--- config.mk ---
export PLATFORM = sky130hd
export DESIGN_NAME = mc_request_router
export DESIGN_NICKNAME = d
export VERILOG_FILES = /design/src/source/mc_pkg.sv /design/src/source/mc_request_router.sv
export VERILOG_INCLUDE_DIRS = /design/src /design/src/include
export SDC_FILE = /design/constraint.sdc
export NUM_CORES = 1
export LEC_CHECK = 0
export BUFFER_PORTS_ARGS = -buffer_cell sky130_fd_sc_hd__buf_2
export CAP_MARGIN = 20
export CELL_PAD_IN_SITES_DETAIL_PLACEMENT = 0
export CELL_PAD_IN_SITES_GLOBAL_PLACEMENT = 1
export CORE_AREA = 2 2 154 156
export CTS_CLUSTER_DIAMETER = 40
export DETAILED_ROUTE_END_ITERATION = 10
export DIE_AREA = 0 0 156 158
export PLACE_DENSITY_LB_ADDON = 0.3
export SYNTH_ARGS = -nofsm -noshare
export SYNTH_HDL_FRONTEND = slang
export SYNTH_SLANG_ARGS = --single-unit
--- constraint.sdc ---
create_clock -name clk_i -period 0.8 [get_ports clk_i]
set_input_delay 0.04 -clock clk_i [delete_from_list [all_inputs] [get_ports clk_i]]
set_output_delay 0.04 -clock clk_i [all_outputs]
set_load 0.05 [all_outputs]
--- src/include/mc_consts.svh ---
`ifndef MC_CONSTS_SVH
`define MC_CONSTS_SVH

// array size
`define MC_TILES_X 2
`define MC_TILES_Y 2

`define MC_X_CORD_WIDTH 1
`define MC_Y_CORD_WIDTH 1

// word addressed
`define MC_ADDR_WIDTH 8
`define MC_DATA_WIDTH 32

`define MC_DMEM_WORDS 256

// stores here go back to the host, never to memory
`define MC_PRINT_STAT_ADDR 255

// core reset release delay after tag programming
`define MC_RESET_DEPTH 3

`endif
--- src/source/mc_pkg.sv ---
`include "mc_consts.svh"

package mc_pkg;

  typedef logic [`MC_X_CORD_WIDTH-1:0] x_cord_t;
  typedef logic [`MC_Y_CORD_WIDTH-1:0] y_cord_t;
  typedef logic [`MC_ADDR_WIDTH-1:0]   addr_t;
  typedef logic [`MC_DATA_WIDTH-1:0]   data_t;

  typedef enum logic {
    OP_LOAD  = 1'b0,
    OP_STORE = 1'b1
  } mc_op_e;

  typedef enum logic {
    RET_LOAD = 1'b0,
    RET_STAT = 1'b1
  } mc_ret_e;

  typedef enum logic [1:0] {
    TAG_CLEAR = 2'd0,
    TAG_HOLD  = 2'd1,
    TAG_RUN   = 2'd2
  } tag_state_e;

  // host to tile
  typedef struct packed {
    logic    v;
    mc_op_e  op;
    x_cord_t x;
    y_cord_t y;
    addr_t   addr;
    data_t   data;
  } mc_req_s;

  // tile to host
  typedef struct packed {
    logic    v;
    mc_ret_e kind;
    data_t   data;
  } mc_ret_s;

endpackage

--- src/source/mc_request_router.sv ---
`include "mc_consts.svh"

module mc_request_router (
  input  logic            clk_i,
  input  logic            rst_i,
  input  mc_pkg::mc_req_s req_i,
  output mc_pkg::mc_req_s tile_req_o [`MC_TILES_X*`MC_TILES_Y],
  input  mc_pkg::mc_ret_s tile_ret_i [`MC_TILES_X*`MC_TILES_Y],
  output mc_pkg::mc_ret_s ret_o
);

  localparam int num_tiles_lp  = `MC_TILES_X * `MC_TILES_Y;
  localparam int idx_width_lp  = $clog2(num_tiles_lp);

  logic [idx_width_lp-1:0] dest_idx;
  logic [num_tiles_lp-1:0] ret_v;
  mc_pkg::mc_ret_s         ret_merged;

  // row major tile index
  assign dest_idx = idx_width_lp'(req_i.y) * idx_width_lp'(`MC_TILES_X)
                  + idx_width_lp'(req_i.x);

  always_ff @(posedge clk_i) begin
    for (int i = 0; i < num_tiles_lp; i++) begin
      tile_req_o[i]   <= req_i;
      tile_req_o[i].v <= req_i.v && (dest_idx == idx_width_lp'(i));
      if (rst_i) begin
        tile_req_o[i].v <= 1'b0;
      end
    end
  end

  // one return at most per cycle, so OR is enough
  always_comb begin
    ret_merged = '0;
    for (int i = 0; i < num_tiles_lp; i++) begin
      if (tile_ret_i[i].v) begin
        ret_merged = ret_merged | tile_ret_i[i]; // idle tiles still drive kind and data
      end
      ret_v[i]   = tile_ret_i[i].v;
    end
  end

  always_ff @(posedge clk_i) begin
    ret_o <= ret_merged;
    if (rst_i) begin
      ret_o.v <= 1'b0;
    end
  end

  // fixed latency everywhere keeps returns apart
  a_one_return: assert property (@(posedge clk_i) disable iff (rst_i) $countones(ret_v) <= 1)
    else $error("more than one tile return valid");

endmodule

==> flow_summary.toml <==
[drt]
drt_drc_violations_left = 0
drt_wl_total_um = 16700
wl_per_cell_um = 15.5
drt-pass1-iter-count = 4
vias = 4037
ant_nets = 0
viasPerCell = 3.76
drtIter0Drc = 136

[power]
p_seq_frac = 0.317
switching_power_mw = 5.29
vdd_ir_drop_max_mv = 0.893
p_leak_nw = 4.19
powerDensity_mw_per_mm2 = 1600
clockPowerShare = 0.295
power_frac_comb = 0.387
netSwitchingFraction = 0.357
p_int_mw = 9.52

[timing]
drv_slew = 0
rsz0062_at_grt = "yes"
fmax_mhz = 1040
fin_hold_ws_ns = -0.0421
relSlewSlack = 0.814
finalCriticalPeriod_ns = 0.958
tightest_slew_ns = 0.279
setup_viol = 212
fin_crit_sh = 1.20
setup_ws_ns = -0.158
fin_setup_tns_ns = -25.61
hold_violations = 2

[clocking]
cts_buffer_depth = 2
clkTransAtPathRegs_ns = 0.07
numCtsBuffers = 9
cts_tree = "built"
post_cts_buffers = 0
clockRootBuffer = "clkbuf_16"
clkSinkCount = 81
htreeDepth = 3

[yosys]
syn_inst = 331
synth.distinct_cells = 12
synth_edf_count = 0
ys_ff_latch = 81
synth_top_area_frac = 0.447
ys.flop_type = "dfxtp_1"
synth_warnings = 0
yosysMostFrequentCell = "buf_4"
yosys.area.top_type = "dfxtp_1"
seq_area_frac_synth = 0.447
syn_avg_cell_area_sq_um = 11.0
syn_nets = 513
synthArstFlopShare = 0
synthTopCellsByArea = "dfxtp_1 45%, buf_4 27%, a22oi_2 11%"
syn_area_sq_mm = 0.00363
ys_top_cells_by_count = "129 x buf_4, 81 x dfxtp_1, 34 x a22oi_1, 33 x nand2_1, 32 x a22oi_2"

[worst_setup_path]
path_cells = "buf_8"
slowest_delay_ns = 0.41
critPathRequiredTime_ns = 0.76
worstPathArrival_ns = 0.92
path_class = "register to primary output"
worstPathBufferInverterCount = 1
end_kind = "primary output"
cp_top_family = "flip-flops"
start_kind = "register"
path_depth = 1
critical_path.startpoint = "tile_req_o[16]"
slowest_stage = "dfxtp_4"
cp_max_fo = 4
endpoint = "tile_req_o[148]"

[final_layout]
design_area_sq_mm = 0.00923
nets = 961
antenna_cells = 0
syn2layout_area_growth_pct = 154
drive_gt1_frac = 0.689

[global_routing]
antenna_found_initial = 0
grt_max_degree = 22
grt.overflow.total = 0
track_usage = 0.124
grt_pass1_vias = 4324
grt_pass1_wl_um = 23400

[placement]
dpl_cell_area_sq_mm = 0.00500
gp_congestion = 0.704
numPortBuffers = 391
preCtsSetupSlack_ns = -0.0774
dp_hpwl_um = 10400

[floorplan]
dieArea_sq_mm = 0.0246
io_pins = 392
start_util = 0.158
die_x_um = 156
std_cell_rows = 56
die_h_um = 158
fp.coreArea_sq_mm = 0.0231

[outcome]
status = "complete, but fails checks"
violations = "hold timing, setup timing"

[job]
drv_cap = 0

[min_path]
hold_path.class = "primary input to register"
## area by class of cell
cell class                      instances  area [sq um]
Clock buffer                           10           239
Clock inverter                          6          73.8
Fill cell                            2124         13800
Multi-Input combinational cell        105           866
Sequential cell                        81          1830
Tap cell                              290           363
Timing Repair Buffer                  582          5860
## power groups by stage
stage / clock network, mW / logic, mW / registers (mW)
after floorplan: 0 / 2.20 / 5.53
after global placement: 0 / 3.90 / 4.58
after detailed placement: 0 / 3.89 / 4.59
after CTS: 4.66 / 5.50 / 4.65
after global routing: 4.79 / 5.95 / 4.73
final: 4.38 / 5.74 / 4.69
## sequential cells by signal, indices dropped and copies added, names as in the netlist
signal,count
tile_req_o,47
ret_o,34
## layer usage
layer,track usage,share of wire,vias up
met2,0.229,0.54,243
met4,0.0494,0.022,0
met5,0,0,-
met3,0.0441,0.089,22
met1,0.129,0.35,1872
li1,-,-,1900
## metrics by stage
stage	total power [mW]	util	instances	hold slack (ns)
floorplan	7.73	-	331	0.0677
global placement	8.48	0.217	882	0.142
detailed placement	8.47	0.217	882	0.144
CTS	14.8	0.383	1075	0.0210
global route	15.5	0.401	1074	-0.0329
finish	14.8	0.401	1074	-0.0421
## worst min path at each step
stage,startpoint,to,slack (ns),depth (start not counted)
2_1_floorplan,req_i[0],tile_req_o[0],0.07,0
3_3_place_gp,req_i[18],tile_req_o[18],0.14,1
3_5_place_dp,req_i[35],tile_req_o[35],0.14,1
4_1_cts,req_i[43],tile_req_o[43],0.02,2
5_1_grt,rst_i,tile_req_o[131],-0.03,2
6_report,rst_i,tile_req_o[87],-0.04,2
## timing repair
action,CTS,global route
setup endpoints to repair,210,215
endpoints found under the hold margin,80,5
hold buffers,177,2
gates cloned,0,0
gates resized for setup,570,109
pin swaps,0,2
## layout by cell type (no fill, tap or decap)
cell type,count
nor2_1,1
nor4_2,1
buf_2,181
dfxtp_2,38
clkbuf_8,1
inv_6,1
clkinv_4,1
dfxtp_4,43
buf_4,17
and4b_1,1
buf_12,9
clkbuf_16,9
nor4bb_2,1
a22oi_1,32
nor4bb_4,1
buf_6,27
inv_8,1
bufinv_16,1
dlygate4sd3_1,176
a22oi_2,34
nor4b_1,1
nand2_1,33
buf_8,172
clkinvlp_4,2
## cells by family after synthesis
kind of cell           synth area share
buffers and inverters             0.324
DFF                               0.447
AOI/OAI and AO/OA                 0.181
and+or+nand+nor                  0.0493
No activity file was read; power rests on OpenSTA's default activity.
