File: config.mk
export PLATFORM = sky130hd
export DESIGN_NAME = mc_tag_programmer
export DESIGN_NICKNAME = d
export VERILOG_FILES = /design/src/source/mc_pkg.sv /design/src/source/mc_tag_programmer.sv
export VERILOG_INCLUDE_DIRS = /design/src /design/src/include
export SDC_FILE = /design/constraint.sdc
export NUM_CORES = 1
export LEC_CHECK = 0
export BUFFER_PORTS_ARGS = -buffer_cell sky130_fd_sc_hd__buf_2
export CAP_MARGIN = 10
export CORE_AREA = 2 2 39 41
export CTS_BUF_LIST = sky130_fd_sc_hd__clkbuf_4 sky130_fd_sc_hd__clkbuf_8 sky130_fd_sc_hd__clkbuf_16
export DETAILED_ROUTE_END_ITERATION = 7
export DIE_AREA = 0 0 41 43
export GPL_ROUTABILITY_DRIVEN = 0
export GPL_TIMING_DRIVEN = 0
export SETUP_SLACK_MARGIN = 0.15
export SLEW_MARGIN = 5
export SYNTH_ARGS = -nofsm -noshare
export SYNTH_HDL_FRONTEND = slang
export SYNTH_SLANG_ARGS = --single-unit
File: constraint.sdc
create_clock -name clk_i -period 1.65 [get_ports clk_i]
set_clock_uncertainty 0.15 [all_clocks]
set_input_delay 0.165 -clock clk_i [delete_from_list [all_inputs] [get_ports clk_i]]
set_output_delay 0.165 -clock clk_i [all_outputs]
set_load 0.02 [all_outputs]
File: src/include/mc_consts.svh
`ifndef MC_CONSTS_SVH
`define MC_CONSTS_SVH

// array size
`define MC_TILES_X 2
`define MC_TILES_Y 2

`define MC_X_CORD_WIDTH 1
`define MC_Y_CORD_WIDTH 1

// word addressed
`define MC_ADDR_WIDTH 8
`define MC_DATA_WIDTH 32

`define MC_DMEM_WORDS 256

// stores here go back to the host, never to memory
`define MC_PRINT_STAT_ADDR 255

// core reset release delay after tag programming
`define MC_RESET_DEPTH 3

`endif
File: src/source/mc_pkg.sv
`include "mc_consts.svh"

package mc_pkg;

  typedef logic [`MC_X_CORD_WIDTH-1:0] x_cord_t;
  typedef logic [`MC_Y_CORD_WIDTH-1:0] y_cord_t;
  typedef logic [`MC_ADDR_WIDTH-1:0]   addr_t;
  typedef logic [`MC_DATA_WIDTH-1:0]   data_t;

  typedef enum logic {
    OP_LOAD  = 1'b0,
    OP_STORE = 1'b1
  } mc_op_e;

  typedef enum logic {
    RET_LOAD = 1'b0,
    RET_STAT = 1'b1
  } mc_ret_e;

  typedef enum logic [1:0] {
    TAG_CLEAR = 2'd0,
    TAG_HOLD  = 2'd1,
    TAG_RUN   = 2'd2
  } tag_state_e;

  // host to tile
  typedef struct packed {
    logic    v;
    mc_op_e  op;
    x_cord_t x;
    y_cord_t y;
    addr_t   addr;
    data_t   data;
  } mc_req_s;

  // tile to host
  typedef struct packed {
    logic    v;
    mc_ret_e kind;
    data_t   data;
  } mc_ret_s;

endpackage

File: src/source/mc_tag_programmer.sv
`include "mc_consts.svh"

module mc_tag_programmer (
  input  logic          clk_i,
  input  logic          rst_i,
  output logic          clear_v_o,
  output mc_pkg::addr_t clear_addr_o,
  output logic          core_rst_o
);

  localparam mc_pkg::addr_t last_addr_lp = mc_pkg::addr_t'(`MC_DMEM_WORDS - 1);

  mc_pkg::tag_state_e state_r;
  mc_pkg::addr_t      clear_addr_r;
  logic [`MC_RESET_DEPTH-1:0] done_chain_r;

  always_ff @(posedge clk_i) begin
    if (rst_i) begin
      state_r      <= mc_pkg::TAG_CLEAR;
      clear_addr_r <= '0;
      done_chain_r <= '0;
    end else begin
      // done flag ages through the chain
      done_chain_r <= {done_chain_r[`MC_RESET_DEPTH-2:0], state_r != mc_pkg::TAG_CLEAR};
      case (state_r)
        mc_pkg::TAG_CLEAR: begin
          clear_addr_r <= clear_addr_r + 1'b1;
          if (clear_addr_r == last_addr_lp) begin
            state_r <= mc_pkg::TAG_HOLD;
          end
        end
        mc_pkg::TAG_HOLD: begin
          if (done_chain_r[`MC_RESET_DEPTH-1]) begin
            state_r <= mc_pkg::TAG_RUN;
          end
        end
        default: begin
          state_r <= mc_pkg::TAG_RUN; // stays until rst_i
        end
      endcase
    end
  end

  assign clear_v_o    = (state_r == mc_pkg::TAG_CLEAR);
  assign clear_addr_o = clear_addr_r;
  assign core_rst_o   = ~done_chain_r[`MC_RESET_DEPTH-1];

  // cores must stay in reset while memories are swept
  a_clear_in_reset: assert property (@(posedge clk_i) clear_v_o |-> core_rst_o)
    else $error("clear_v_o high with core reset released");

endmodule

==> results.cfg <==
[setup_path]
cp.required_ns = 1.71
crit_fanout = 6
worst-path-buf-inv = 0
endpoint_kind = flip-flop
path_cells = ha_4 > or3b_4 > or4_4 > a21oi_2
critPathTopFamily = simple AND/OR/NAND/NOR gates
cp.arrival_ns = 1.71
crit_type = flip-flop to flip-flop
worstSetupStartpointType = flip-flop
cp_slowest_cell = or4_4
critical-path-max-stage-delay_ns = 0.42

[die]
die_y_microns = 43
start_util_pct = 37.0
core-area_sq_um = 1380
die_x_microns = 41
fp-row-count = 14
die-area_sq_um = 1760
ios = 12

[cells_and_area]
antennaDiodeCount = 0
nFillCells = 138
area_delta_synth_final_pct = 32.5
multi_input_area_sq_um = 260
nNetsFinal = 78
design_area_sq_um = 678
drive_gt1_share_pct = 36.5
register_area_sq_um = 269

[clocking]
cts_tree = yes
clk_path_buf_depth = 2
root_buffer = clkbuf_4
numCtsBuffers = 3
insertion_delay_ns = 0.27
h-tree-depth = 1
clk_pin_slew_ns = 0.08
cts_sinks = 13

[synthesis]
async_flop_share_pct = 0
synthMuxAreaShare_pct = 0
synth_top_area_share_pct = 50.9
yosysSeqAreaShare_pct = 50.9
syn_area_sq_um = 512
synth-adder-area-share_pct = 2.44
synth_compound_area_share_pct = 17.4
synth.most_common_cell = dfxtp_1
synthXorXnorAreaFrac_pct = 1.71
synth_top_family_by_area = simple AND/OR/NAND/NOR gates
synth_ff_type = dfxtp_1
synth-simple-area-share_pct = 24.0
netlist-cell-type-count = 18
syn_inst = 56
synth_edf_count = 0
postSynthAreaPerCell_sq_um = 9.14
ys_warn_count = 0
syn_nets = 59
synth_commonest_cells = dfxtp_1 (13), a21oi_1 (8), nor2_1 (5)
synth-seq-cells = 13
ys_top_cells_by_area = dfxtp_1 (51%), a21oi_1 (7.8%), o31ai_1 (4.4%), or4_1 (4.4%), nor2_1 (3.7%)
synth_area_leader_cell = dfxtp_1

[sta]
slew_viol_final = 0
rsz0062_at_grt = true
timing.final.crit_share_pct = 100
finalCriticalPeriod_ns = 1.65
finalHoldViolCount = 0
worst_slew_pin_slew_ns = 0.465
setup_viol = 1
relSlewSlack_pct = 69.0
fmax_mhz = 605
worst_slack_ns = -0.00276

[drt]
wl_per_cell_microns = 10.9
dr.pass1.iters = 1
wirelength_microns = 980
drc = 0
antenna_left = 0
via_per_inst = 5.04
drt-initial-drc-count = 0
via_count = 454

[grt]
gr-total-overflow = 0
grt_max_degree = 11
grt_pass1_wl_microns = 1540
antenna_found_initial = 0
grt_pass1_vias = 369
grt_util_all_layers_pct = 13.7

[power_and_ir_drop]
p_per_area_nw_per_um2 = 868
switchingPower_uw = 135
switching_share_pct = 22.9
seqPwrFrac_pct = 55.8
peakVddDrop_uv = 504
p_clk_share_pct = 35.8
fin_total_pwr_uw = 588
power_frac_comb_pct = 8.5
p_int_uw = 454
cellLeakagePower_nw = 0.249

[outcome]
violations = setup timing
status = finished, violations left

[run]
max-cap-violations = 0

[hold_path]
hp-class = input pin to flip-flop

[placement]
io_buffers = 11
place_area_sq_um = 608
dp_hpwl_microns = 663
## worst paths after layout
path / from / to / slack, ns / cells past startpoint
max: clear_addr_o[1] / clear_addr_o[6] / -0.003 / 4
min: rst_i / clear_addr_o[0] / 0.25 / 3
max reg2reg: clear_addr_o[1] / clear_addr_o[6] / -0.003 / 4
min reg2reg: done_chain_r[0] / done_chain_r[1] / 0.29 / 1
## worst min-delay path: stages
cell      delay [ns]
buf_2           0.10
clkbuf_1        0.23
nor2_1          0.14
## sequential cells by signal, summed over array words and instances, names as in the netlist
register and flops:
clear_addr_o 8, done_chain_r 3, state_r 2
## logic make-up after synthesis
logic type / after synthesis
buf+inv: 5
flops: 13
fa+ha+maj: 1
compound gates: 15
simple gates: 21
xor+xnor: 1
## layout by cell type (no fill, tap or decap), types with 2 or more instances in the layout
cell type and n:
nor2b_1 2, inv_1 4, nor2_1 4, clkbuf_4 4, nand2_1 4, nand3_1 2, dfxtp_1 10, or4_1 2
o21ai_0 3, buf_4 2, a21oi_1 7, buf_2 11, or3_1 2, dfxtp_4 2, o31ai_1 3
## stage by stage
stage / hold slack [ns] / utilization, % / cells / setup slack [ns] / TNS [ns]
after floorplan: 0.0767 / - / 56 / 0.0264 / 0
after global placement: 0.213 / 43.9 / 83 / 0.0249 / 0
after detailed placement: 0.212 / 43.9 / 83 / 0.0199 / 0
after CTS: 0.235 / 47.6 / 89 / 0.00693 / 0
after global routing: 0.279 / 49.0 / 90 / -0.0446 / -0.123
final: 0.245 / 49.0 / 90 / -0.00276 / -0.00276
## cell type report
| cell class | count | share of cell area, % |
|---|---|---|
| Sequential cell | 13 | 39.7 |
| Multi-Input combinational cell | 38 | 38.4 |
| Timing Repair Buffer | 14 | 11.8 |
| Clock buffer | 4 | 4.43 |
| Tap cell | 16 | 2.95 |
| Inverter | 4 | 2.21 |
| Buffer | 1 | 0.554 |
## per-layer routing
metal | track usage (%) | wire (microns) | vias up | share of wire (%)
li1 | - | - | 237 | -
met1 | 17.0 | 461 | 206 | 47
met2 | 16.9 | 444 | 9 | 45
met3 | 9.42 | 51 | 2 | 5.2
met4 | 8.00 | 23 | 0 | 2.3
met5 | 0 | 0 | - | 0
## power groups by stage
stage | clock network (mW) | logic, mW | registers (mW)
after floorplan | 0 | 0.0194 | 0.343
after global placement | 0 | 0.0398 | 0.336
after detailed placement | 0 | 0.0404 | 0.336
after CTS | 0.217 | 0.0454 | 0.328
after global routing | 0.238 | 0.0551 | 0.330
final | 0.210 | 0.0499 | 0.328
## what timing repair did
action | CTS | global route
pin swaps | 0 | 1
gates resized for setup | 1 | 3
endpoints found under the setup margin | 5 | 6
endpoints found under the hold margin | 3 | 0
setup buffers | 1 | 1
hold buffers | 1 | 0
(Power assumes the default switching activity.)
