`src/include/mc_consts.svh`:
```
`ifndef MC_CONSTS_SVH
`define MC_CONSTS_SVH

// array size
`define MC_TILES_X 2
`define MC_TILES_Y 2

`define MC_X_CORD_WIDTH 1
`define MC_Y_CORD_WIDTH 1

// word addressed
`define MC_ADDR_WIDTH 8
`define MC_DATA_WIDTH 32

`define MC_DMEM_WORDS 256

// stores here go back to the host, never to memory
`define MC_PRINT_STAT_ADDR 255

// core reset release delay after tag programming
`define MC_RESET_DEPTH 3

`endif
```
`src/source/mc_pkg.sv`:
```
`include "mc_consts.svh"

package mc_pkg;

  typedef logic [`MC_X_CORD_WIDTH-1:0] x_cord_t;
  typedef logic [`MC_Y_CORD_WIDTH-1:0] y_cord_t;
  typedef logic [`MC_ADDR_WIDTH-1:0]   addr_t;
  typedef logic [`MC_DATA_WIDTH-1:0]   data_t;

  typedef enum logic {
    OP_LOAD  = 1'b0,
    OP_STORE = 1'b1
  } mc_op_e;

  typedef enum logic {
    RET_LOAD = 1'b0,
    RET_STAT = 1'b1
  } mc_ret_e;

  typedef enum logic [1:0] {
    TAG_CLEAR = 2'd0,
    TAG_HOLD  = 2'd1,
    TAG_RUN   = 2'd2
  } tag_state_e;

  // host to tile
  typedef struct packed {
    logic    v;
    mc_op_e  op;
    x_cord_t x;
    y_cord_t y;
    addr_t   addr;
    data_t   data;
  } mc_req_s;

  // tile to host
  typedef struct packed {
    logic    v;
    mc_ret_e kind;
    data_t   data;
  } mc_ret_s;

endpackage

```
`src/source/mc_io_host.sv`:
```
module mc_io_host (
  input  logic            clk_i,
  input  logic            rst_i,

  input  logic            req_v_i,
  input  mc_pkg::mc_op_e  req_op_i,
  input  mc_pkg::x_cord_t req_x_i,
  input  mc_pkg::y_cord_t req_y_i,
  input  mc_pkg::addr_t   req_addr_i,
  input  mc_pkg::data_t   req_data_i,

  input  mc_pkg::mc_ret_s ret_i,
  output mc_pkg::mc_req_s req_o,

  output logic            ready_o,
  output logic            resp_v_o,
  output mc_pkg::data_t   resp_data_o,
  output logic            print_stat_v_o,
  output mc_pkg::data_t   print_stat_tag_o,
  output logic [31:0]     cycle_o
);

  mc_pkg::mc_req_s req_n;

  always_comb begin
    req_n.v    = req_v_i;
    req_n.op   = req_op_i;
    req_n.x    = req_x_i;
    req_n.y    = req_y_i;
    req_n.addr = req_addr_i;
    req_n.data = req_data_i;
  end

  // outgoing packet; only valid is cleared in reset
  always_ff @(posedge clk_i) begin
    req_o <= req_n;
    if (rst_i) begin
      req_o.v <= 1'b0; // drops strobes while held
    end
  end

  always_ff @(posedge clk_i) begin
    if (rst_i) begin
      ready_o <= 1'b0;
      cycle_o <= '0;
    end else begin
      ready_o <= 1'b1;
      // zero on the edge ready rises
      cycle_o <= ready_o ? cycle_o + 32'd1 : '0;
    end
  end

  // return decode by kind
  assign resp_v_o         = ret_i.v && (ret_i.kind == mc_pkg::RET_LOAD);
  assign resp_data_o      = ret_i.data;
  assign print_stat_v_o   = ret_i.v && (ret_i.kind == mc_pkg::RET_STAT);
  assign print_stat_tag_o = ret_i.data;

  a_req_when_ready: assert property (@(posedge clk_i) !ready_o |-> !req_v_i)
    else $error("req_v_i high while ready_o low");

endmodule

```
`config.mk`:
```
export PLATFORM = sky130hd
export DESIGN_NAME = mc_io_host
export DESIGN_NICKNAME = d
export VERILOG_FILES = /design/src/source/mc_pkg.sv /design/src/source/mc_io_host.sv
export VERILOG_INCLUDE_DIRS = /design/src /design/src/include
export SDC_FILE = /design/constraint.sdc
export NUM_CORES = 1
export LEC_CHECK = 0
export BUFFER_PORTS_ARGS = -buffer_cell sky130_fd_sc_hd__buf_2
export CORE_UTILIZATION = 40
export DETAILED_ROUTE_END_ITERATION = 16
export PLACE_DENSITY = 0.88
export SYNTH_ARGS = -nofsm -noshare
export SYNTH_HDL_FRONTEND = slang
export SYNTH_SLANG_ARGS = --single-unit
```
`constraint.sdc`:
```
create_clock -name clk_i -period 2.4 [get_ports clk_i]
set_input_delay 0.48 -clock clk_i [delete_from_list [all_inputs] [get_ports clk_i]]
set_output_delay 0.48 -clock clk_i [all_outputs]
set_load 0.03 [all_outputs]
```
==> summary.txt, run 1 <==
Run status
  – Status: completed

Synthesis
  – Top cell type by total area after synthesis: dfxtp_1
  – Synth Area in XOR/XNOR: 3.27%
  – Post-synth EDFFs: 0
  – Post-Synth Simple-Gate Area: 18.6%
  – Ys flop type: dfxtp_1
  – Synth area leaders: dfxtp_1 (52%), buf_4 (16%), or4_1 (3.1%), a21oi_1 (2.9%), o31ai_1 (2.5%)
  – Synth Register Bits: 77
  – Sequential-to-total area share from yosys stat: 52.3%
  – Post-synth top cells: dfxtp_1 (77), buf_4 (64), a21oi_1 (17), nand2_1 (15), nand3_1 (14)
  – Mux share of post-synthesis cell area: 0.679%
  – Syn nets: 378
  – Compound-Gate Fraction of Synth Area: 6.87%
  – Distinct cells, synth: 28
  – Synth top area share: 52.3%
  – Adder-cell share of the synthesized area: 0.424%
  – Post-Syn Area: 2950 sq um
  – Syn Area/Cell: 9.93 sq um
  – FFs w/ async S/R, synth: 0%
  – Largest family of logic cells by synthesized area: simple AND/OR/NAND/NOR gates
  – Ys Warns: 0
  – Most common cell in the netlist: dfxtp_1
  – Cells after Synth: 297

Finish
  – Sequential cell area: 1540 sq um
  – Finished Layout Cells: 463
  – Multi-input logic area: 880 sq um
  – ANT cells: 0
  – Fillers: 627
  – Final Cell Area: 3460 sq um
  – Ratio of cells with drive above 1 in the final layout: 40.1%
  – Area grow syn2layout: 17.3%
  – Nets: 444

Setup path
  – CP max FO: 12
  – Setup CP Type: flip-flop to flip-flop
  – Nature of the critical path endpoint: flip-flop
  – RR Endpoint: cycle_o[26]
  – Crit path DAT: 2.35 ns
  – Worst EP required: 2.68 ns
  – Reg2reg path depth: 4
  – Setup crit start kind: flip-flop
  – Reg2reg setup slack: 0.34 ns
  – Worst r2r src: cycle_o[8]

Floorplan
  – Die width: 87.9 um
  – Num rows: 30
  – Initial core utilization: 42.5%
  – Die ar.: 7720 sq um
  – # IOs: 223
  – Core ar.: 6940 sq um
  – Die Ht: 87.9 um

STA
  – Skew final: 0.0119 ns
  – Slew headroom: 71.6%
  – Final Hold Viols: 0
  – Slew Viols, Final: 0
  – Worst Tran Pin Value: 0.425 ns
  – RSZ-0062 raised after global routing: false
  – TNS Setup: 0 ns
  – Final worst-path cycle share: 86.0%
  – Min Tclk post-route: 2.06 ns
  – FMAX: 0.484 GHz
  – Final setup vio count: 0

Power and ir drop
  – Pleak: 1.50 nW
  – Internal power: 2.17 mW
  – Seq pwr share: 48.1%
  – Total Power: 2.77 mW
  – Combinational power share: 6.7%
  – Clock group share of total power: 45.2%
  – Max IR drop VDD: 0.532 mV
  – Power Density: 800 nW/um^2
  – Sw frac: 21.6%
  – Psw: 596 uW

Place
  – Routability Congestion: 0.869
  – DP HPWL: 5310 um
  – Post-Place Cells: 448
  – I/O Buffers: 126
  – Placed cell area: 3200 sq um

Global routing
  – Initial antenna violation count: 0
  – M3 GR Usage: 7.63%
  – Global-route usage over all layers: 18.6%
  – GRT Max-Usage Layer: met2
  – Largest net degree at the start of global routing: 30
  – Total gr overflow: 0
  – Met2 Usage GRT: 32.5%
  – GRT met1 Usage: 19.3%
  – First-pass GRT wire length: 10900 um
  – Number of global-route vias before repair: 2301

CTS
  – CTS H-tree depth: 3
  – TritonCTS Sinks: 77
  – Hold-fix buffers, CTS: 0
  – CTS resizes: 0
  – TritonCTS buffer count: 9
  – Root Driver: clkbuf_8
  – Post-CTS setup buffer count: 0
  – Clock Latency Late Sink: 0.34 ns
  – Clock Path Buffers: 2
  – CTS tree: built
  – Clock transition at path regs: 0.08 ns

Drt
  – Avg Vias per Cell: 5.13
  – DRT Pass-1 Iters: 5
  – Residual DRC count: 0
  – Vias: 2373
  – Final WL: 7070 um
  – DR iter-0 viols: 225
  – Antenna-violating nets left: 0
  – Per-cell routed wire length: 15.3 um

Worst hold path
  – Hold path startpoint: req_data_i[15]
  – Tightest Hold Check Type: primary input to flip-flop
  – Hold path depth: 1
  – Worst Hold End: req_o[15]

Job
  – MaxCap Viol Count: 0
## cell type report
cell class                 instances  share of cell area, %
multi-input combinational        144                   25.4
tap                               96                   3.47
sequential                        77                   44.6
clock inverter                     6                   3.94
inverter                           3                  0.326
timing repair buffer             128                   18.7
clock buffer                       9                   3.58
## how the worst max path moves through the flow
stage / depth (start not counted) / end / slack, ns / startpoint
after floorplan: 6 / cycle_o[24] / 0.20 / cycle_o[0]
after global placement: 4 / cycle_o[29] / 0.47 / cycle_o[5]
after detailed placement: 5 / cycle_o[24] / 0.40 / cycle_o[0]
after CTS: 5 / cycle_o[24] / 0.37 / cycle_o[0]
after global routing: 5 / cycle_o[26] / 0.17 / cycle_o[0]
final: 4 / cycle_o[26] / 0.34 / cycle_o[8]
## critical path: stages, from the launching register on
cell	delay (ns)
dfxtp_1	0.46
nand4_1	0.27
or3_1	0.60
or4_1	0.53
a21oi_1	0.15
## cells in the final DEF (no fill, tap or decap), drive strengths merged, types with 6 or more instances in the layout
| cell | count |
|---|---|
| or4 | 12 |
| nand3 | 14 |
| nand2 | 15 |
| nand4 | 10 |
| buf | 128 |
| o31ai | 10 |
| clkbuf | 9 |
| a21oi | 17 |
| dfxtp | 77 |
| nor2 | 13 |
| xor2 | 6 |
## power groups by stage
| stage | clock network [mW] | logic [mW] | registers (mW) |
|---|---|---|---|
| floorplan | 0 | 0.216 | 1.45 |
| global placement | 0 | 0.184 | 1.36 |
| detailed placement | 0 | 0.188 | 1.36 |
| CTS | 1.27 | 0.187 | 1.33 |
| global route | 1.32 | 0.196 | 1.33 |
| finish | 1.25 | 0.185 | 1.33 |
## flip-flops by register name, summed over array words and instances, names as in the netlist
signal   flops
cycle_o     32
ready_o      1
req_o       44
## kinds of logic (layout without fill, tap and decap cells)
family,count (synthesis),count (layout)
XOR/XNOR,11,11
multiplexers,2,2
buffers and inverters,76,146
flip-flops,77,77
AND/OR/NAND/NOR,96,96
AO/OA/AOI/OAI,34,34
adder cells (fa/ha/maj),1,1
## through the flow
step | setup WS (ns) | hold slack, ns | utilization [%]
after floorplan | 0.201 | 0.508 | -
after detailed placement | 0.395 | 0.464 | 46.1
after CTS | 0.369 | 0.220 | 49.8
after global routing | 0.173 | 0.211 | 49.8
final | 0.335 | 0.233 | 49.8
after global placement | 0.474 | 0.450 | 46.1
## metal layers
| layer | up-vias | share of wire (%) |
|---|---|---|
| met5 | - | 0 |
| met4 | 0 | 2.1 |
| met3 | 19 | 11 |
| met2 | 178 | 51 |
| met1 | 1078 | 36 |
| li1 | 1098 | - |
Note: power is estimated with default switching activity, not from simulation.
==> inputs of run 2 (changes only) <==
ABC_AREA = 1   (was not set)
PLACE_DENSITY = 0.87   (was 0.88)
==> run 2 against run 1 <==
Critical path depth is 3 lower. Clock-buffer cell count stayed put. Combinational power is 5% higher. Core utilization is 1.3 points lower. Sequential power hardly changed. Critical path type is now flip-flop to primary output. Critical endpoint is now cycle_o[18].
==> summary.txt, run 2 <==
Place
  – Routability Congestion: 0.847 (-2.5%)
  – DP HPWL: 5750 um (+8.3%)
  – I/O Buffers: 126 (unchanged)

Synthesis
  – Post-synth top cells: dfxtp_1 (77), nand2_1 (67), buf_4 (64), nor2_1 (57), inv_1 (23)
  – Synth top area share: 49.9% (-2.4 points)
  – Sequential-to-total area share from yosys stat: 49.9% (-2.4 points)
  – FFs w/ async S/R, synth: 0% (unchanged)
  – Synth area leaders: dfxtp_1 (50%), buf_4 (16%), nand2_1 (8.1%), nor2_1 (6.9%), nor2_4 (3.6%)
  – Distinct cells, synth: 25 (-11%)
  – Post-synth EDFFs: 0 (unchanged)
  – Top cell type by total area after synthesis: dfxtp_1
  – Post-Syn Area: 3090 sq um (+4.8%)
  – Syn Area/Cell: 8.42 sq um (-15%)
  – Ys Warns: 0 (unchanged)
  – Ys flop type: dfxtp_1
  – Syn nets: 448 (+19%)
  – Cells after Synth: 367 (+24%)
  – Synth Register Bits: 77 (unchanged)
  – Most common cell in the netlist: dfxtp_1

STA
  – Final setup vio count: 0 (unchanged)
  – Skew final: 0.0150 ns (+0.00307 ns)
  – FMAX: 0.670 GHz (+38%)
  – Worst Tran Pin Value: 0.713 ns (+0.288 ns)
  – TNS Setup: 0 ns (unchanged)
  – RSZ-0062 raised after global routing: false
  – Slew Viols, Final: 0 (unchanged)
  – Min Tclk post-route: 1.49 ns (-0.573 ns)
  – Final Hold Viols: 0 (unchanged)
  – Slew headroom: 52.4% (-19 points)
  – WHS: 0.232 ns (-0.00126 ns)
  – Final worst-path cycle share: 62.2% (-24 points)

Setup path
  – CP max FO: 6 (-6)
  – Crit path depth: 1 (-3)
  – Reg2reg setup slack: 0.96 ns (+0.62 ns)
  – Buf/Inv on CP: 1 (+1)
  – Crit path DAT: 1.01 ns (-1.34 ns)
  – RR Endpoint: cycle_o[20]
  – Worst r2r src: cycle_o[0]
  – Worst setup endpoint: cycle_o[18]
  – Critical path cell sequence: buf_2
  – Worst EP required: 1.92 ns (-0.76 ns)
  – Worst Setup SP: cycle_o[18]
  – Setup CP Type: flip-flop to primary output
  – Setup crit start kind: flip-flop
  – Reg2reg path depth: 8 (+4)
  – Nature of the critical path endpoint: primary output
  – Largest delay share family, worst path: flip-flops
  – CP peak stage delay: 0.43 ns (-0.17 ns)
  – Worst path slowest cell: dfxtp_1

Finish
  – Top reg by flops: req_o
  – Commonest cells after routing, fill and taps aside: buf_2 (126), dfxtp_1 (77), nand2_1 (67), nor2_1 (57), inv_1 (23)
  – Fillers: 703 (+12%)
  – Regs by FF count: req_o (44), cycle_o (32), ready_o (1)
  – Multi-input logic area: 967 sq um (+10%)
  – Sequential cell area: 1540 sq um (unchanged)
  – Commonest non-fill, non-tap cell in the layout: buf_2
  – Nets: 519 (+17%)
  – Area grow syn2layout: 15.5%
  – Final Core Density: 48.5% (-1.3 points)
  – Number of flip-flops in the largest register: 44 (unchanged)
  – Ratio of cells with drive above 1 in the final layout: 37.1% (-3.0 points)
  – ANT cells: 0 (unchanged)

CTS
  – Post-CTS setup buffer count: 0 (unchanged)
  – Clock Latency Late Sink: 0.34 ns (about the same)
  – CTS H-tree depth: 3 (unchanged)
  – Clock Path Buffers: 2 (unchanged)
  – CTS tree: built
  – TritonCTS buffer count: 9 (unchanged)
  – TritonCTS Sinks: 77 (unchanged)
  – Clock transition at path regs: 0.08 ns (about the same)
  – Root Driver: clkbuf_8
  – CTS resizes: 0 (unchanged)
  – Hold-fix buffers, CTS: 0 (unchanged)

Power and ir drop
  – Total Power: 2.57 mW (-7.1%)
  – Power Density: 720 nW/um^2 (-10%)
  – Pleak: 1.66 nW (+11%)
  – Max IR drop VDD: 0.680 mV (+28%)

Global routing
  – Largest net degree at the start of global routing: 23 (-23%)
  – First-pass GRT wire length: 11900 um (+9.3%)
  – Number of global-route vias before repair: 2583 (+12%)
  – Total gr overflow: 0 (unchanged)
  – Global-route usage over all layers: 18.3% (-0.31 points)
  – Initial antenna violation count: 0 (unchanged)

Floorplan
  – Initial core utilization: 42.0% (-0.52 points)
  – Core ar.: 7370 sq um (+6.1%)
  – # IOs: 223 (unchanged)
  – Die Ht: 89.9 um (+2.3%)
  – Die width: 89.9 um (+2.3%)
  – Num rows: 31 (+3.3%)
  – Die ar.: 8080 sq um (+4.7%)

Worst hold path
  – Tightest Hold Check Type: primary input to flip-flop

Drt
  – DRT Pass-1 Iters: 4 (-1)
  – Residual DRC count: 0 (unchanged)
  – Final WL: 7280 um (+3.1%)
  – Antenna-violating nets left: 0 (unchanged)
  – DR iter-0 viols: 140 (-38%)
  – Avg Vias per Cell: 4.63 (-9.6%)
  – Vias: 2506 (+5.6%)
  – Per-cell routed wire length: 13.5 um (-12%)

Job
  – MaxCap Viol Count: 0 (unchanged)

Run status
  – Status: completed
[run 2: worst min path at each step]
stage                   start    endpoint  slack [ns]  depth (start not counted)
6_report       req_data_i[21]   req_o[21]        0.23                          1
5_1_grt         req_data_i[3]    req_o[3]        0.22                          1
4_1_cts         req_data_i[3]    req_o[3]        0.22                          1
3_5_place_dp       cycle_o[0]  cycle_o[0]        0.45                          1
3_3_place_gp       cycle_o[0]  cycle_o[0]        0.45                          1
2_1_floorplan   req_data_i[0]    req_o[0]        0.51                          0
[run 2: cells by family (layout without fill, tap and decap cells)]
family,after synthesis,count (layout),share of synthesized area (%)
xor+xnor,2,2,0.567
flops,77,77,49.9
fa+ha+maj,1,1,0.405
buf+inv,91,166,18.9
simple gates,167,167,25.5
compound gates,29,29,4.86
[run 2: area by class of cell]
| class | instances | area share (%) |
|---|---|---|
| Tap cell | 99 | 3.47 |
| Clock inverter | 6 | 2.42 |
| Timing Repair Buffer | 127 | 17.9 |
| Sequential cell | 77 | 43.2 |
| Inverter | 24 | 2.52 |
| Multi-Input combinational cell | 199 | 27.1 |
| Clock buffer | 9 | 3.47 |
[run 2: stage by stage]
stage               worst slack, ns  area (sq um)  std cells
CTS                           0.901          3570        541
detailed placement            0.764          3360        526
global placement              0.820          3360        526
global route                  0.845          3570        541
floorplan                     0.864          3090        367
finish                        0.908          3570        541
[run 2: power breakdown]
group	internal [mW]	total, mW	leakage [nW]	switching (mW)
sequential	1.32	1.33	0.638	0.0106
combinational	0.0634	0.195	0.918	0.132
clock	0.580	1.05	0.105	0.467
[run 2: metal layers]
| metal | up-vias | share of wire [%] | track usage (%) |
|---|---|---|---|
| met5 | - | 0 | 0.641 |
| met3 | 30 | 11 | 7.19 |
| met2 | 165 | 52 | 34.6 |
| met1 | 1096 | 33 | 16.7 |
| li1 | 1215 | - | - |
| met4 | 0 | 3.7 | 9.27 |
==> inputs of run 3 (changes only) <==
CORE_UTILIZATION = 37   (was 40)
PLACE_DENSITY = 0.85   (was 0.87)
clock period = 1.3 ns   (was 2.4 ns; I/O delays follow)
==> run 3 against run 2 <==
The flow now finishes with violations (negative setup slack). Final area rose by 14%. Critical path depth increased by 6. Final cell count is 7.9% higher. Clock power up 79%. Hold slack worse by 0.22 ns. Setup slack worse by 0.91 ns. Sequential share of layout area down 4.4 points. Total power grew 86%. Flip-flop and latch count is the same. Critical endpoint is now cycle_o[10]. Largest power group unchanged. Highest routed layer unchanged.
==> summary.txt, run 3 (synthesis results as in run 2) <==
Run status
  – Status: finished with violations
  – Violated checks: negative setup slack

Power and ir drop
  – Max IR drop VDD: 1.18 mV (+74%)
  – Internal power: 3.57 mW (+82%)
  – Sw frac: 25.4% (+1.7 points)
  – Psw: 1.21 mW (+99%)
  – Pleak: 1.87 nW (+13%)
  – Combinational power share: 9.4% (+1.8 points)
  – Clock group share of total power: 39.3% (-1.4 points)
  – Power Density: 1170 nW/um^2 (+63%)
  – Seq pwr share: 51.3% (-0.4 points)

Setup path
  – Nature of the critical path endpoint: flip-flop
  – Worst EP required: 1.54 ns (-0.38 ns)
  – Crit path DAT: 1.55 ns (+0.54 ns)
  – Worst r2r src: cycle_o[1]
  – Reg2reg path depth: 7 (-1)
  – Setup crit start kind: flip-flop
  – CP max FO: 6 (unchanged)
  – Reg2reg setup slack: -0.001 ns (-0.96 ns)
  – Worst setup endpoint: cycle_o[10]
  – Worst Setup SP: cycle_o[1]
  – Setup CP Type: flip-flop to flip-flop
  – RR Endpoint: cycle_o[10]

Place
  – DP HPWL: 6000 um (+4.4%)
  – Post-Place Cells: 532 (+1.1%)
  – Routability Congestion: 0.875 (+3.3%)
  – I/O Buffers: 126 (unchanged)

Global routing
  – First-pass GRT wire length: 12600 um (+6.4%)
  – Number of global-route vias before repair: 2643 (+2.3%)
  – Largest net degree at the start of global routing: 23 (unchanged)
  – Global-route usage over all layers: 19.2% (+0.90 points)
  – Total gr overflow: 0 (unchanged)
  – Initial antenna violation count: 0 (unchanged)

Finish
  – Regs by FF count: req_o (44), cycle_o (32), ready_o (1)
  – ANT cells: 0 (unchanged)
  – Final Core Density: 51.6% (+3.2 points)
  – Number of flip-flops in the largest register: 44 (unchanged)
  – Top reg by flops: req_o
  – Ratio of cells with drive above 1 in the final layout: 44.0% (+6.9 points)
  – Fillers: 669 (-4.8%)
  – Area grow syn2layout: 31.7%
  – Commonest non-fill, non-tap cell in the layout: buf_2
  – Commonest cells after routing, fill and taps aside: buf_2 (124), nand2_1 (64), dfxtp_1 (53), nor2_1 (52), dlygate4sd3_1 (31)
  – Finished Layout Cells: 584 (+7.9%)
  – Sequential cell area: 1580 sq um (+2.4%)
  – Multi-input logic area: 1040 sq um (+7.8%)
  – Nets: 558 (+7.5%)

CTS
  – Root Driver: clkbuf_8
  – TritonCTS Sinks: 77 (unchanged)
  – CTS H-tree depth: 3 (unchanged)
  – TritonCTS buffer count: 9 (unchanged)
  – Clock Path Buffers: 2 (unchanged)
  – Clock transition at path regs: 0.08 ns (about the same)
  – CTS tree: built
  – Clock Latency Late Sink: 0.35 ns (about the same)

STA
  – RSZ-0062 raised after global routing: true
  – Worst Tran Pin Value: 0.214 ns (-0.499 ns)
  – Final setup vio count: 1 (+1)
  – Slew headroom: 85.6% (+33 points)
  – Final Hold Viols: 0 (unchanged)
  – Min Tclk post-route: 1.30 ns
  – FMAX: 0.768 GHz
  – Final WS setup: -0.00148 ns (-0.910 ns)
  – Final worst-path cycle share: 100%
  – Skew final: 0.00570 ns (-0.00930 ns)
  – Slew Viols, Final: 0 (unchanged)

Drt
  – DR iter-0 viols: 85 (-39%)
  – Per-cell routed wire length: 14.5 um (+8.0%)
  – Residual DRC count: 0 (unchanged)
  – Avg Vias per Cell: 4.55 (-1.8%)
  – Vias: 2656 (+6.0%)
  – Final WL: 8490 um (+17%)
  – Antenna-violating nets left: 0 (unchanged)
  – DRT Pass-1 Iters: 4 (unchanged)

Floorplan
  – # IOs: 223 (unchanged)
  – Num rows: 32 (+3.2%)
  – Core ar.: 7890 sq um (+7.0%)
  – Die ar.: 8730 sq um (+7.9%)
  – Die width: 93.4 um (+3.9%)
  – Initial core utilization: 39.2% (-2.8 points)
  – Die Ht: 93.4 um (+3.9%)

Worst hold path
  – Tightest Hold Check Type: primary input to flip-flop

Job
  – MaxCap Viol Count: 0 (unchanged)
-- run 3: changes by cell type in the layout (fill, tap and decap cells not counted), sizes merged --
cell         previous run  this run
clkbuf                  9        11
inv                    25        27
buf                   127       134
clkinv                  2         0
clkinvlp                1         2
bufinv                  2         1
dlygate4sd3             0        31
-- run 3: worst min path at each step --
stage | to | from | depth (start not counted)
after detailed placement | req_o[38] | req_addr_i[6] | 1
after global routing | req_o[39] | req_addr_i[7] | 1
after CTS | req_o[0] | req_data_i[0] | 1
final | req_o[5] | req_data_i[5] | 1
after floorplan | req_o[0] | req_data_i[0] | 0
after global placement | req_o[41] | req_x_i | 1
-- run 3: power groups by stage --
stage | sequential [mW] | clock [mW] | combinational (mW)
floorplan | 2.67 | 0 | 0.415
global placement | 2.51 | 0 | 0.366
detailed placement | 2.51 | 0 | 0.374
CTS | 2.45 | 1.90 | 0.439
global route | 2.46 | 1.99 | 0.477
finish | 2.45 | 1.88 | 0.452
-- run 3: per-layer routing --
| layer | global-route usage (%) | wire (um) |
|---|---|---|
| met1 | 17.8 | 2810 |
| met2 | 36.2 | 4590 |
| met3 | 6.34 | 824 |
| met4 | 11.0 | 270 |
| met5 | 0 | 0 |
-- run 3: area by class of cell --
| class | instances | share of cell area (%) |
|---|---|---|
| clock inverters | 6 | 1.69 |
| flip-flops and latches | 77 | 38.8 |
| multi-input cells | 199 | 25.6 |
| repair buffers | 166 | 25.2 |
| inverters | 24 | 2.21 |
| well taps | 102 | 3.13 |
| clock buffers | 10 | 3.38 |
-- run 3: what timing repair did --
action	in CTS	in global routing
gates resized for setup	2	20
pin swaps	5	11
hold buffers	29	2
hold endpoints to repair	29	2
setup buffers	1	4
setup endpoints to repair	8	24
-- run 3: worst max-delay path, cell delays in order (launching register included) --
cell	delay, ns
dfxtp_4	0.37
ha_4	0.15
nand2_4	0.06
nor2_4	0.14
nand2_4	0.12
nor2_4	0.15
nand2_1	0.07
and3_1	0.14
-- run 3: metrics by stage --
stage / setup TNS (ns) / cell area (sq um) / worst slack [ns] / total power, mW / hold WS, ns
6_report: -0.00148 / 4070 / -0.00148 / 4.78 / 0.0118
2_1_floorplan: 0 / 3140 / 0.00279 / 3.08 / 0.288
3_3_place_gp: 0 / 3450 / 0.0448 / 2.87 / 0.362
4_1_cts: -0.0145 / 3960 / -0.00964 / 4.80 / 0.000614
5_1_grt: -0.931 / 4070 / -0.0877 / 4.93 / 0.00222
3_5_place_dp: 0 / 3450 / 0.00381 / 2.88 / 0.364
